===== src/logic/dspStatusPkg.sv =====
`default_nettype none

package dspStatusPkg;

  typedef logic [15:0] dataT;     // ALU operand or result word.
  typedef logic [3:0]  codeT;     // Condition or termination code.
  typedef logic [7:0]  hostDataT;
  typedef logic [1:0]  hostAdrT;

  typedef enum logic [2:0] {
    NOP, ADD, SUB, ABS, PASS, PUSH, POP
  } opKindT;

  typedef struct packed {
    logic az;
    logic an;
    logic av;
    logic ac;
    logic as;
    logic asValid; // Only ABS writes AS.
  } aluFlagsT;

  // ASTAT layout, top bit first.
  typedef struct packed {
    logic ss;
    logic mv;
    logic aq;
    logic as;
    logic ac;
    logic av;
    logic an;
    logic az;
  } astatT;

  typedef struct packed {
    logic     valid;
    opKindT   kind;
    dataT     result;
    aluFlagsT flags;
    codeT     cond;
    codeT     term;
  } eStageT;

  typedef struct packed {
    logic     cyc;
    logic     stb;
    logic     we;
    hostAdrT  adr;
    hostDataT dat;
  } hostReqT;

  localparam hostAdrT ADR_ASTAT = 2'd0;
  localparam hostAdrT ADR_CTRL  = 2'd1;
  localparam hostAdrT ADR_STACK = 2'd2;

  localparam codeT EQ     = 4'd0;
  localparam codeT NE     = 4'd1;
  localparam codeT GT     = 4'd2;
  localparam codeT LE     = 4'd3;
  localparam codeT LT     = 4'd4;
  localparam codeT GE     = 4'd5;
  localparam codeT AVS    = 4'd6;
  localparam codeT AVC    = 4'd7;
  localparam codeT ACS    = 4'd8;
  localparam codeT ACC    = 4'd9;
  localparam codeT ASS    = 4'd10;
  localparam codeT ASC    = 4'd11;
  localparam codeT MVS    = 4'd12;
  localparam codeT MVC    = 4'd13;
  localparam codeT CNTX   = 4'd14;
  localparam codeT ALWAYS = 4'd15;

endpackage

`default_nettype wire


===== src/logic/aluFlagGen.sv =====
`timescale 1ns/1ps
`default_nettype none

module aluFlagGen
  import dspStatusPkg::*;
(
  input  logic   DSPCLK,
  input  logic   T_RSTi,
  input  logic   opValid,
  input  opKindT opKind,
  input  dataT   opA,
  input  dataT   opB,
  input  codeT   opCond,
  input  codeT   opTerm,
  output eStageT eStage
);

  logic [16:0] sum;
  logic [16:0] diff;
  dataT        negA;
  dataT        result;
  aluFlagsT    flags;

  assign sum  = {1'b0, opA} + {1'b0, opB};
  assign diff = {1'b0, opA} + {1'b0, ~opB} + 17'd1; // Bit 16 set means no borrow.
  assign negA = ~opA + 16'd1;

  always_comb begin
    result = '0;
    flags  = '0;
    case (opKind)
      ADD: begin
        result   = sum[15:0];
        flags.ac = sum[16];
        flags.av = (opA[15] == opB[15]) && (sum[15] != opA[15]);
      end
      SUB: begin
        result   = diff[15:0];
        flags.ac = diff[16];
        flags.av = (opA[15] != opB[15]) && (diff[15] != opA[15]);
      end
      ABS: begin
        result        = opA[15] ? negA : opA;
        flags.av      = (opA == 16'h8000); // Negating the most negative value overflows.
        flags.as      = opA[15];
        flags.asValid = 1'b1;
      end
      PASS: begin
        result = opA;
      end
      default: begin
        result = '0; // PUSH, POP and NOP carry no result.
      end
    endcase
    if (opKind inside {ADD, SUB, ABS, PASS}) begin
      flags.az = (result == '0);
      flags.an = result[15];
    end
  end

  always_ff @(posedge DSPCLK) begin
    if (T_RSTi) begin
      eStage.valid <= 1'b0;
    end else begin
      eStage.valid <= opValid;
    end
    if (opValid) begin
      eStage.kind   <= opKind;
      eStage.result <= result;
      eStage.flags  <= flags;
      eStage.cond   <= opCond;
      eStage.term   <= opTerm;
    end
  end

endmodule

`default_nettype wire


===== src/logic/statusStack.sv =====
`timescale 1ns/1ps
`default_nettype none

module statusStack
  import dspStatusPkg::*;
#(
  parameter int STACK_DEPTH = 4
) (
  input  logic     DSPCLK,
  input  logic     T_RSTi,
  input  logic     push,
  input  logic     pop,
  input  astatT    pushData,
  output astatT    popData,
  output logic     popValid,
  output hostDataT fill,
  output logic     overflowErr,
  output logic     underflowErr,
  input  logic     clrErr
);

  localparam int CNT_W = $clog2(STACK_DEPTH + 1);
  localparam int IDX_W = $clog2(STACK_DEPTH);

  astatT            mem [STACK_DEPTH];
  logic [CNT_W-1:0] cnt;
  logic [IDX_W-1:0] topIdx;
  logic             full;
  logic             empty;

  assign full     = (cnt == CNT_W'(STACK_DEPTH));
  assign empty    = (cnt == '0);
  assign topIdx   = IDX_W'(cnt - 1'b1);
  assign popData  = mem[topIdx];
  assign popValid = pop && !empty;  // An empty pop leaves ASTAT alone.
  assign fill     = hostDataT'(cnt);

  always_ff @(posedge DSPCLK) begin
    if (push && !full) begin
      mem[IDX_W'(cnt)] <= pushData;
    end
  end

  always_ff @(posedge DSPCLK) begin
    if (T_RSTi) begin
      cnt          <= '0;
      overflowErr  <= 1'b0;
      underflowErr <= 1'b0;
    end else begin
      if (clrErr) begin
        overflowErr  <= 1'b0;
        underflowErr <= 1'b0;
      end
      if (push) begin
        if (full) overflowErr <= 1'b1;
        else cnt <= cnt + 1'b1;
      end else if (pop) begin
        if (empty) underflowErr <= 1'b1;
        else cnt <= cnt - 1'b1;
      end
    end
  end

endmodule

`default_nettype wire


===== src/logic/astatHostRegs.sv =====
`timescale 1ns/1ps
`default_nettype none

module astatHostRegs
  import dspStatusPkg::*;
(
  input  logic     DSPCLK,
  input  logic     T_RSTi,
  input  hostReqT  hostReq,
  output hostDataT wbDatR,
  output logic     wbAck,
  input  astatT    astat,
  input  logic     busyE,
  input  hostDataT fill,
  input  logic     overflowErr,
  input  logic     underflowErr,
  output logic     hostWrAstat,
  output astatT    hostAstat,
  output logic     stickyAv,
  output logic     stackClrErr
);

  typedef enum logic [1:0] {
    IDLE,
    WAIT,
    ACK
  } hostStateT;

  hostStateT state;
  logic      accept;
  hostDataT  rdData;

  assign accept      = (state == IDLE) && hostReq.cyc && hostReq.stb;
  assign stackClrErr = accept && hostReq.we && (hostReq.adr == ADR_STACK) && hostReq.dat[0];
  assign hostWrAstat = (state == WAIT) && !busyE; // Wait for the E stage to drain.
  assign hostAstat   = astatT'(hostReq.dat);      // Host keeps dat stable until ack.
  assign wbAck       = (state == ACK);

  always_comb begin
    case (hostReq.adr)
      ADR_ASTAT: rdData = astat;
      ADR_CTRL:  rdData = {7'd0, stickyAv};
      ADR_STACK: rdData = {underflowErr, overflowErr, 2'b00, fill[3:0]};
      default:   rdData = '0;
    endcase
  end

  always_ff @(posedge DSPCLK) begin
    if (accept && !hostReq.we) begin
      wbDatR <= rdData;
    end
  end

  always_ff @(posedge DSPCLK) begin
    if (T_RSTi) begin
      state    <= IDLE;
      stickyAv <= 1'b0;
    end else begin
      case (state)
        IDLE: begin
          if (accept) begin
            if (hostReq.we && (hostReq.adr == ADR_ASTAT)) begin
              state <= WAIT;
            end else begin
              state <= ACK;
            end
            if (hostReq.we && (hostReq.adr == ADR_CTRL)) begin
              stickyAv <= hostReq.dat[0];
            end
          end
        end
        WAIT: begin
          if (hostWrAstat) state <= ACK; // ASTAT is written at this edge.
        end
        default: begin
          state <= IDLE;
        end
      endcase
    end
  end

endmodule

`default_nettype wire


===== src/logic/condUnit.sv =====
`timescale 1ns/1ps
`default_nettype none

module condUnit
  import dspStatusPkg::*;
(
  input  logic   DSPCLK,
  input  logic   T_RSTi,
  input  eStageT eStage,
  input  logic   hostWrAstat,
  input  astatT  hostAstat,
  input  logic   stickyAv,
  input  astatT  popData,
  input  logic   popValid,
  output logic   push,
  output logic   pop,
  output astatT  astat,
  output logic   busyE,
  output logic   resValid,
  output dataT   resData,
  output logic   condOk,
  output logic   termOk
);

  astatT astatQ;
  astatT aluAstat;
  astatT astatNext;
  logic  isAlu;
  logic  condNext;
  logic  termNext;

  // True when the code holds for the given status.
  function automatic logic condTrue(codeT code, astatT s);
    logic lt;
    lt = s.an ^ s.av;
    case (code)
      EQ:      condTrue = s.az;
      NE:      condTrue = !s.az;
      GT:      condTrue = !(lt || s.az);
      LE:      condTrue = lt || s.az;
      LT:      condTrue = lt;
      GE:      condTrue = !lt;
      AVS:     condTrue = s.av;
      AVC:     condTrue = !s.av;
      ACS:     condTrue = s.ac;
      ACC:     condTrue = !s.ac;
      ASS:     condTrue = s.as;
      ASC:     condTrue = !s.as;
      MVS:     condTrue = s.mv;
      MVC:     condTrue = !s.mv;
      CNTX:    condTrue = 1'b0; // No loop counter here, so it never expires.
      default: condTrue = 1'b1;
    endcase
  endfunction

  assign isAlu = eStage.valid && (eStage.kind inside {ADD, SUB, ABS, PASS});
  assign push  = eStage.valid && (eStage.kind == PUSH);
  assign pop   = eStage.valid && (eStage.kind == POP);
  assign busyE = eStage.valid;
  assign astat = astatQ;

  always_comb begin
    aluAstat    = astatQ;
    aluAstat.az = eStage.flags.az;
    aluAstat.an = eStage.flags.an;
    aluAstat.ac = eStage.flags.ac;
    aluAstat.av = eStage.flags.av || (stickyAv && astatQ.av); // Sticky overflow mode.
    if (eStage.flags.asValid) begin
      aluAstat.as = eStage.flags.as;
    end
  end

  // Pop beats a host write, which beats the ALU.
  always_comb begin
    if (popValid) begin
      astatNext = popData;
    end else if (hostWrAstat) begin
      astatNext = hostAstat;
    end else if (isAlu) begin
      astatNext = aluAstat;
    end else begin
      astatNext = astatQ;
    end
  end

  assign condNext = condTrue(eStage.cond, astatNext);
  // The termination code is tested as a condition and inverted, but ALWAYS never terminates.
  assign termNext = (eStage.term == ALWAYS) ? 1'b0 : !condTrue(eStage.term, astatNext);

  always_ff @(posedge DSPCLK) begin
    if (T_RSTi) begin
      astatQ   <= '0;
      resValid <= 1'b0;
      condOk   <= 1'b0;
      termOk   <= 1'b0;
    end else begin
      astatQ   <= astatNext;
      resValid <= eStage.valid;
      condOk   <= eStage.valid && condNext;
      termOk   <= eStage.valid && termNext;
    end
  end

  always_ff @(posedge DSPCLK) begin
    if (eStage.valid) begin
      resData <= eStage.result;
    end
  end

endmodule

`default_nettype wire


===== src/logic/dspStatusTop.sv =====
`timescale 1ns/1ps
`default_nettype none

module dspStatusTop
  import dspStatusPkg::*;
#(
  parameter int STACK_DEPTH = 4
) (
  input  logic     DSPCLK,
  input  logic     T_RSTi,
  input  logic     opValid,
  input  opKindT   opKind,
  input  dataT     opA,
  input  dataT     opB,
  input  codeT     opCond,
  input  codeT     opTerm,
  output logic     resValid,
  output dataT     resData,
  output logic     condOk,
  output logic     termOk,
  output astatT    astat,
  input  logic     wbCyc,
  input  logic     wbStb,
  input  logic     wbWe,
  input  hostAdrT  wbAdr,
  input  hostDataT wbDatW,
  output hostDataT wbDatR,
  output logic     wbAck
);

  eStageT   eStage;
  hostReqT  hostReq;
  astatT    popData;
  astatT    hostAstat;
  hostDataT fill;
  logic     push;
  logic     pop;
  logic     popValid;
  logic     overflowErr;
  logic     underflowErr;
  logic     stackClrErr;
  logic     hostWrAstat;
  logic     stickyAv;
  logic     busyE;

  assign hostReq = '{cyc: wbCyc, stb: wbStb, we: wbWe, adr: wbAdr, dat: wbDatW};

  aluFlagGen aluFlagGen0 (
    .DSPCLK(DSPCLK), .T_RSTi(T_RSTi),
    .opValid(opValid), .opKind(opKind), .opA(opA), .opB(opB),
    .opCond(opCond), .opTerm(opTerm), .eStage(eStage)
  );

  condUnit condUnit0 (
    .DSPCLK(DSPCLK), .T_RSTi(T_RSTi), .eStage(eStage),
    .hostWrAstat(hostWrAstat), .hostAstat(hostAstat), .stickyAv(stickyAv),
    .popData(popData), .popValid(popValid), .push(push), .pop(pop),
    .astat(astat), .busyE(busyE), .resValid(resValid), .resData(resData),
    .condOk(condOk), .termOk(termOk)
  );

  statusStack #(.STACK_DEPTH(STACK_DEPTH)) statusStack0 (
    .DSPCLK(DSPCLK), .T_RSTi(T_RSTi), .push(push), .pop(pop),
    .pushData(astat), .popData(popData), .popValid(popValid), .fill(fill),
    .overflowErr(overflowErr), .underflowErr(underflowErr), .clrErr(stackClrErr)
  );

  astatHostRegs astatHostRegs0 (
    .DSPCLK(DSPCLK), .T_RSTi(T_RSTi), .hostReq(hostReq),
    .wbDatR(wbDatR), .wbAck(wbAck), .astat(astat), .busyE(busyE), .fill(fill),
    .overflowErr(overflowErr), .underflowErr(underflowErr),
    .hostWrAstat(hostWrAstat), .hostAstat(hostAstat), .stickyAv(stickyAv),
    .stackClrErr(stackClrErr)
  );

endmodule

`default_nettype wire


===== config.mk =====
export PLATFORM = sky130hd
export DESIGN_NAME = dspStatusTop
export DESIGN_NICKNAME = d
export VERILOG_FILES = /design/src/logic/dspStatusPkg.sv /design/src/logic/aluFlagGen.sv /design/src/logic/statusStack.sv /design/src/logic/astatHostRegs.sv /design/src/logic/condUnit.sv /design/src/logic/dspStatusTop.sv
export SDC_FILE = /design/constraint.sdc
export NUM_CORES = 1
export LEC_CHECK = 0
export BUFFER_PORTS_ARGS = -buffer_cell sky130_fd_sc_hd__buf_4
export CAP_MARGIN = 20
export CORE_ASPECT_RATIO = 1.25
export CORE_MARGIN = 1.5
export CORE_UTILIZATION = 35
export DETAILED_ROUTE_END_ITERATION = 10
export HOLD_SLACK_MARGIN = 0.12
export SLEW_MARGIN = 20
export SYNTH_ARGS = -nofsm -noshare
export SYNTH_HDL_FRONTEND = slang
export SYNTH_SLANG_ARGS = --single-unit

===== constraint.sdc =====
create_clock -name DSPCLK -period 8 [get_ports DSPCLK]
set_input_delay 0.8 -clock DSPCLK [delete_from_list [all_inputs] [get_ports DSPCLK]]
set_output_delay 0.8 -clock DSPCLK [all_outputs]
set_load 0.05 [all_outputs]

# After elaboration in Yosys (flattened, before gate mapping)
# Memory sizes are Yosys's and may differ from the RTL's.
# Index checks and enable logic that the tools add are counted.
# classes
n_mux,30
eq_ne,53
bitwise,3
addsub,6
reduce_logical,46
# op_table
cell,count
16-bit one-hot mux with 4 select lines,1
4-bit == test (second input constant),15
16-bit by 16-bit adder with 17-bit output,2
4-bit by 3-bit == test with 1-bit output (second input constant),8
16-bit inverter,2
1-bit one-hot mux with 15 select lines,2
8-bit one-hot mux with 3 select lines,1
1-bit logical AND,19
17-bit by 1-bit adder with 17-bit output (second input constant),1
16-bit by 1-bit adder with 16-bit output (second input constant),1
16-bit == test (second input constant),1
4-bit by 2-bit == test with 1-bit output (second input constant),4
16-bit zero test,1
16-bit two-way mux,1
8-bit two-way mux,2
3-bit == test (second input constant),5
3-bit by 2-bit == test with 1-bit output (second input constant),4
1-bit zero test,12
1-bit two-way mux,12
3-bit two-way mux,4
4-bit by 1-bit == test with 1-bit output (second input constant),2
4-bit zero test,2
4-bit nonzero test,2
3-bit by 1-bit == test with 1-bit output (second input constant),2
other kinds (20),32
# word_totals
register_bits,77
word_cells,168
mem_count,1
out_inout_bits,36
mem_bits_rw,32
# mem_list
name,words,word_bits,rd,rd_clocked_by_memory_dff,wr,line_no,source
statusStack0.mem,4,8,1,0,1,statusStack.sv:25,astatT mem [STACK_DEPTH];

# Logic depth before layout (Yosys ltp)
# depth
word_depth,13
depth_mapped,13
depth_no_buf,12

# Cells and area by module
# Synthesis repeated with hierarchy kept, for this count alone.
# hier_totals
cells_unflattened,712
hier_area_um2,7289.5
# modules_own_cells
module,area_each_um2,n_inst,cells_each,seq_area_each_um2
aluFlagGen,3662.3,1,423,1011.0
statusStack,1550.2,1,90,1061.0
condUnit,1476.4,1,144,700.7
astatHostRegs,600.6,1,55,300.3

# Least setup slack after synthesis
# No wires, ideal clock.
# synth_path
path_kind,input -> register
start,input opA[0]
end,"register, netlist name aluFlagGen0.eStage[13]"
path_buffers,0
arrival_time_ns,3.807
setup_slack_ns,4.024
setup_time_ns,0.170
path_stages,12
path_cell_list,ha_1 -> inv_1 -> fa_1 -> or2_2 -> a221oi_1 -> nor2_1 -> mux2i_1 -> o211ai_1 -> or4_1 -> or3_1 -> or4_1 -> nor4_2
# synth_via
elab_chain_len,5
word_cells_on_any_way,8
cone_classes,add/sub: 4; mux: 2; bitwise: 1; reduce/logical: 1
# synth_rtl
element,line_no,source
"start, declared",dspStatusTop.sv:13,"input dataT opA,"
"parallel branches: the longest is 3 deep, another holds 16-bit by 16-bit adder with 17-bit output",n/a,
16-bit one-hot mux with 4 select lines (*),aluFlagGen.sv:31,case (opKind)
net aluFlagGen0.result[6],aluFlagGen.sv:21,dataT result;
16-bit zero test (*),aluFlagGen.sv:56,flags.az = (result == '0);
# Mark *: on every way through the listed nets, which the timed path passes.
# A chain may end at the register's enable or synchronous reset.

# Final worst setup path
# layout_path
start,input opA[0]
end,"register, netlist name aluFlagGen0.eStage[13]"
# layout_via
elab_chain_len,5
word_cells_on_any_way,8
cone_classes,add/sub: 4; mux: 2; bitwise: 1; reduce/logical: 1
# layout_rtl
element,line_no
"parallel branches: the longest is 3 deep, another holds 16-bit by 16-bit adder with 17-bit output",n/a
16-bit one-hot mux with 4 select lines (*),aluFlagGen.sv:31
net aluFlagGen0.result[6],aluFlagGen.sv:21
16-bit zero test (*),aluFlagGen.sv:56
# Marked as above.

==> impl_metrics.yaml <==
timing:
  slew_headroom: 0.317
  fmax_mhz: 242
  skew_ns: 0.00821
  worstMarginPinSlew_ns: 0.999
  drv_slew: 0
  setup_tns_ns: 0
  hold_viol_final: 0
  rsz0062_at_grt: "false"
  setup_violations: 0
  final.min_clock_period_ns: 4.13
  setup_slack_ns: 3.87
  fin_crit_sh: 0.516
worst_setup_path:
  cp_max_fo: 3
  crit_start: "opA[0]"
  cp_slowest_stage_delay_ns: 0.54
  r2r_setup_slack_ns: 4.14
  critical_path.cell_chain: "buf_4 -> ha_1 -> inv_1 -> fa_1 -> or2_2 -> a221oi_1 -> nor2_1 -> mux2i_1 -> o211ai_1 -> or4_1 -> or3_1 -> or4_1 -> nor4_2"
  crit_arrival_ns: 4.30
  crit_type: "in2reg"
  ff2ff_path_depth: 10
  worst_setup_path_start_kind: "primary input"
  cp_common_cell: "or4_1"
  endpoint_kind: "register"
  slowest_stage: "or4_1"
  critPathRequiredTime_ns: 8.17
  r2r_start: "statusStack0.cnt[0]$_SDFFE_PP0P_"
  worstReg2RegEnd: "condUnit0.condOk$_SDFF_PP0_"
floorplanning:
  core-area_um2: 18700
  rows: 56
  start_util: 0.356
  die-area_um2: 19900
  die_h_um: 157
  die_w_um: 126
  ios: 95
worst_hold_path:
  holdPathStages: 0
  min_to: "condUnit0.resData[13]$_DFFE_PP_"
  holdCritPathClass: "reg2reg"
  holdCritStartpoint: "aluFlagGen0.eStage[27]$_DFFE_PP_"
yosys:
  synth_warnings: 0
  syn_inst: 641
  synth-async-reset-ratio: 0
  synthTopCellsByArea: "edfxtp_1 40%, ha_1 7.1%, dfxtp_1 6.0%"
  ys.flop_type: "edfxtp_1"
  synth_top_area_cell: "edfxtp_1"
  ys_types: 68
  syn_avg_cell_area_um2: 10.4
  yosys_register_bits: 109
  ys_seq_area_frac: 0.461
  synth_fp_nets: 740
  synth_edf_count: 89
  synth_area_um2: 6660
  yosys.area.top_type_share: 0.401
clocking:
  cts_resized: 0
  cts_setup_buffers: 0
  numCtsBuffers: 9
  worstSkewPairLatency_ns: 0.35
  cts_root_buf: "clkbuf_16"
  h-tree-depth: 3
  clock_sinks: 109
  cts_tree: "built"
  postCtsHoldBufs: 0
  cts_buffer_depth: 2
  clk_pin_slew_worst_paths_ns: 0.07
global_route:
  grt_pass1_wl_mm: 26.6
  antenna_found_initial: 0
  grt.total_usage: 0.171
  overflow: 0
  grt_max_degree: 35
  grt_pass1_vias: 5253
final_layout:
  drive_above_1_share: 0.188
  multi_input_area_um2: 3330
  fill_cells: 1809
  nets: 818
  finish.utilization: 0.418
  seq_area_um2: 3070
  area_growth_syn_to_layout_pct: 17.4
  antennaDiodeCount: 0
drt:
  drt_iter0_drc: 468
  drt-vias-per-instance: 5.65
  wl_mm: 17.1
  vias: 5395
  first_pass_iters: 5
  detail-route-antenna-nets: 0
  remaining_drc_errors: 0
  drt-wirelength-per-cell_um: 17.9
job:
  maxCapViolCount: 0
placement:
  routabilityCongestion: 0.917
  io_buffers: 94
  dpl.hpwl_mm: 13.3
  dpl_worst_slack_ns: 3.54
power:
  leakage_uw: 0.00306
  peakVddDrop_mv: 0.0872
  p_per_area_nw_per_um2: 175
outcome:
  status: "finished, final reports clean"
[cells in the final DEF, fill, tap and decap left out, types with 7 or more instances in the layout]
cell	instances
nor2b_1	11
o21bai_1	7
a21oi_1	41
inv_1	37
ha_1	38
nand3_1	7
a21o_1	16
o211ai_1	8
and2_1	10
and3_1	7
mux4_2	9
clkbuf_16	9
buf_4	96
nand2b_1	12
nor2_1	61
dfxtp_1	20
nand2_1	34
o21ai_0	27
o21a_1	13
or3_1	9
mux2i_1	18
edfxtp_1	89
nor3_1	16
[how the worst max path moves through the flow]
stage,endpoint,slack (ns),depth (start not counted)
floorplan,aluFlagGen0.eStage[13]$_SDFFCE_PN0P_,4.02,12
global placement,aluFlagGen0.eStage[13]$_SDFFCE_PN0P_,3.61,13
detailed placement,aluFlagGen0.eStage[13]$_SDFFCE_PN0P_,3.54,13
CTS,aluFlagGen0.eStage[13]$_SDFFCE_PN0P_,3.89,13
global route,aluFlagGen0.eStage[13]$_SDFFCE_PN0P_,3.64,13
finish,aluFlagGen0.eStage[13]$_SDFFCE_PN0P_,3.87,13
[sequential cells by signal, indices dropped and copies added, names as in the netlist]
name,count
statusStack0.mem,32
condUnit0.condOk,1
astatHostRegs0.wbDatR,8
aluFlagGen0.eStage,34
statusStack0.underflowErr,1
condUnit0.astat,8
statusStack0.overflowErr,1
condUnit0.termOk,1
astatHostRegs0.stickyAv,1
condUnit0.resValid,1
statusStack0.cnt,3
condUnit0.resData,16
astatHostRegs0.state,2
[per-stage QoR]
| step | instances | hold slack (ns) | cell area, um^2 | power (uW) |
|---|---|---|---|---|
| 5_1_grt | 955 | 0.426 | 7820 | 1420 |
| 4_1_cts | 955 | 0.421 | 7820 | 1380 |
| 3_5_place_dp | 940 | 0.405 | 7560 | 974 |
| 2_1_floorplan | 641 | 0.400 | 6660 | 872 |
| 6_report | 955 | 0.420 | 7820 | 1370 |
| 3_3_place_gp | 940 | 0.402 | 7560 | 969 |
[worst max-delay path, delay by kind of cell]
| kind | cells | cell delay, ns |
|---|---|---|
| simple gates | 6 | 1.99 |
| compound gates | 2 | 0.61 |
| fa+ha+maj | 2 | 0.56 |
| mux | 1 | 0.17 |
| buf+inv | 2 | 0.15 |
[synth_stat cells (all sizes together) (7+ instances only)]
master  instances
edfxtp         89
nor2           62
a21oi          41
ha             38
inv            38
nand2          35
o21ai          27
clkbuf         23
dfxtp          20
mux2i          18
a21o           16
nor3           16
o21a           13
nand2b         12
nor2b          11
and2           10
mux4            9
or3             9
o211ai          8
and3            7
nand3           7
nor3b           7
o21bai          7
[where the power goes]
group	switching, uW	leakage, uW	internal [uW]	total, uW
clock network	192	0.000130	209	402
registers	16.8	0.000995	649	665
logic	183	0.00193	115	298
total	392	0.00306	973	1370
[cell type report]
class | instances | share of cell area
multi-input cells | 465 | 0.426
flip-flops and latches | 109 | 0.393
repair buffers | 96 | 0.0922
well taps | 232 | 0.0371
clock buffers | 9 | 0.0288
inverters | 38 | 0.0182
clock inverters | 6 | 0.00496
[cell families after synthesis]
| logic type | count (synthesis) | synth area share |
|---|---|---|
| AOI/OAI and AO/OA | 188 | 0.196 |
| xor gates and xnor gates | 8 | 0.0105 |
| adders and majority gates | 40 | 0.0774 |
| buffers and inverters | 67 | 0.0406 |
| DFF | 109 | 0.461 |
| muxes | 28 | 0.0592 |
| and+or+nand+nor | 201 | 0.155 |
[routing by layer]
layer  vias up  routed length, um  track usage
li1       2578                  -            -
met1      2608               6990        0.196
met2       187               8910        0.322
met3        22                901       0.0275
met4         0                291       0.0575
met5         -                  0            0
Note: power is estimated with default switching activity, not from simulation.
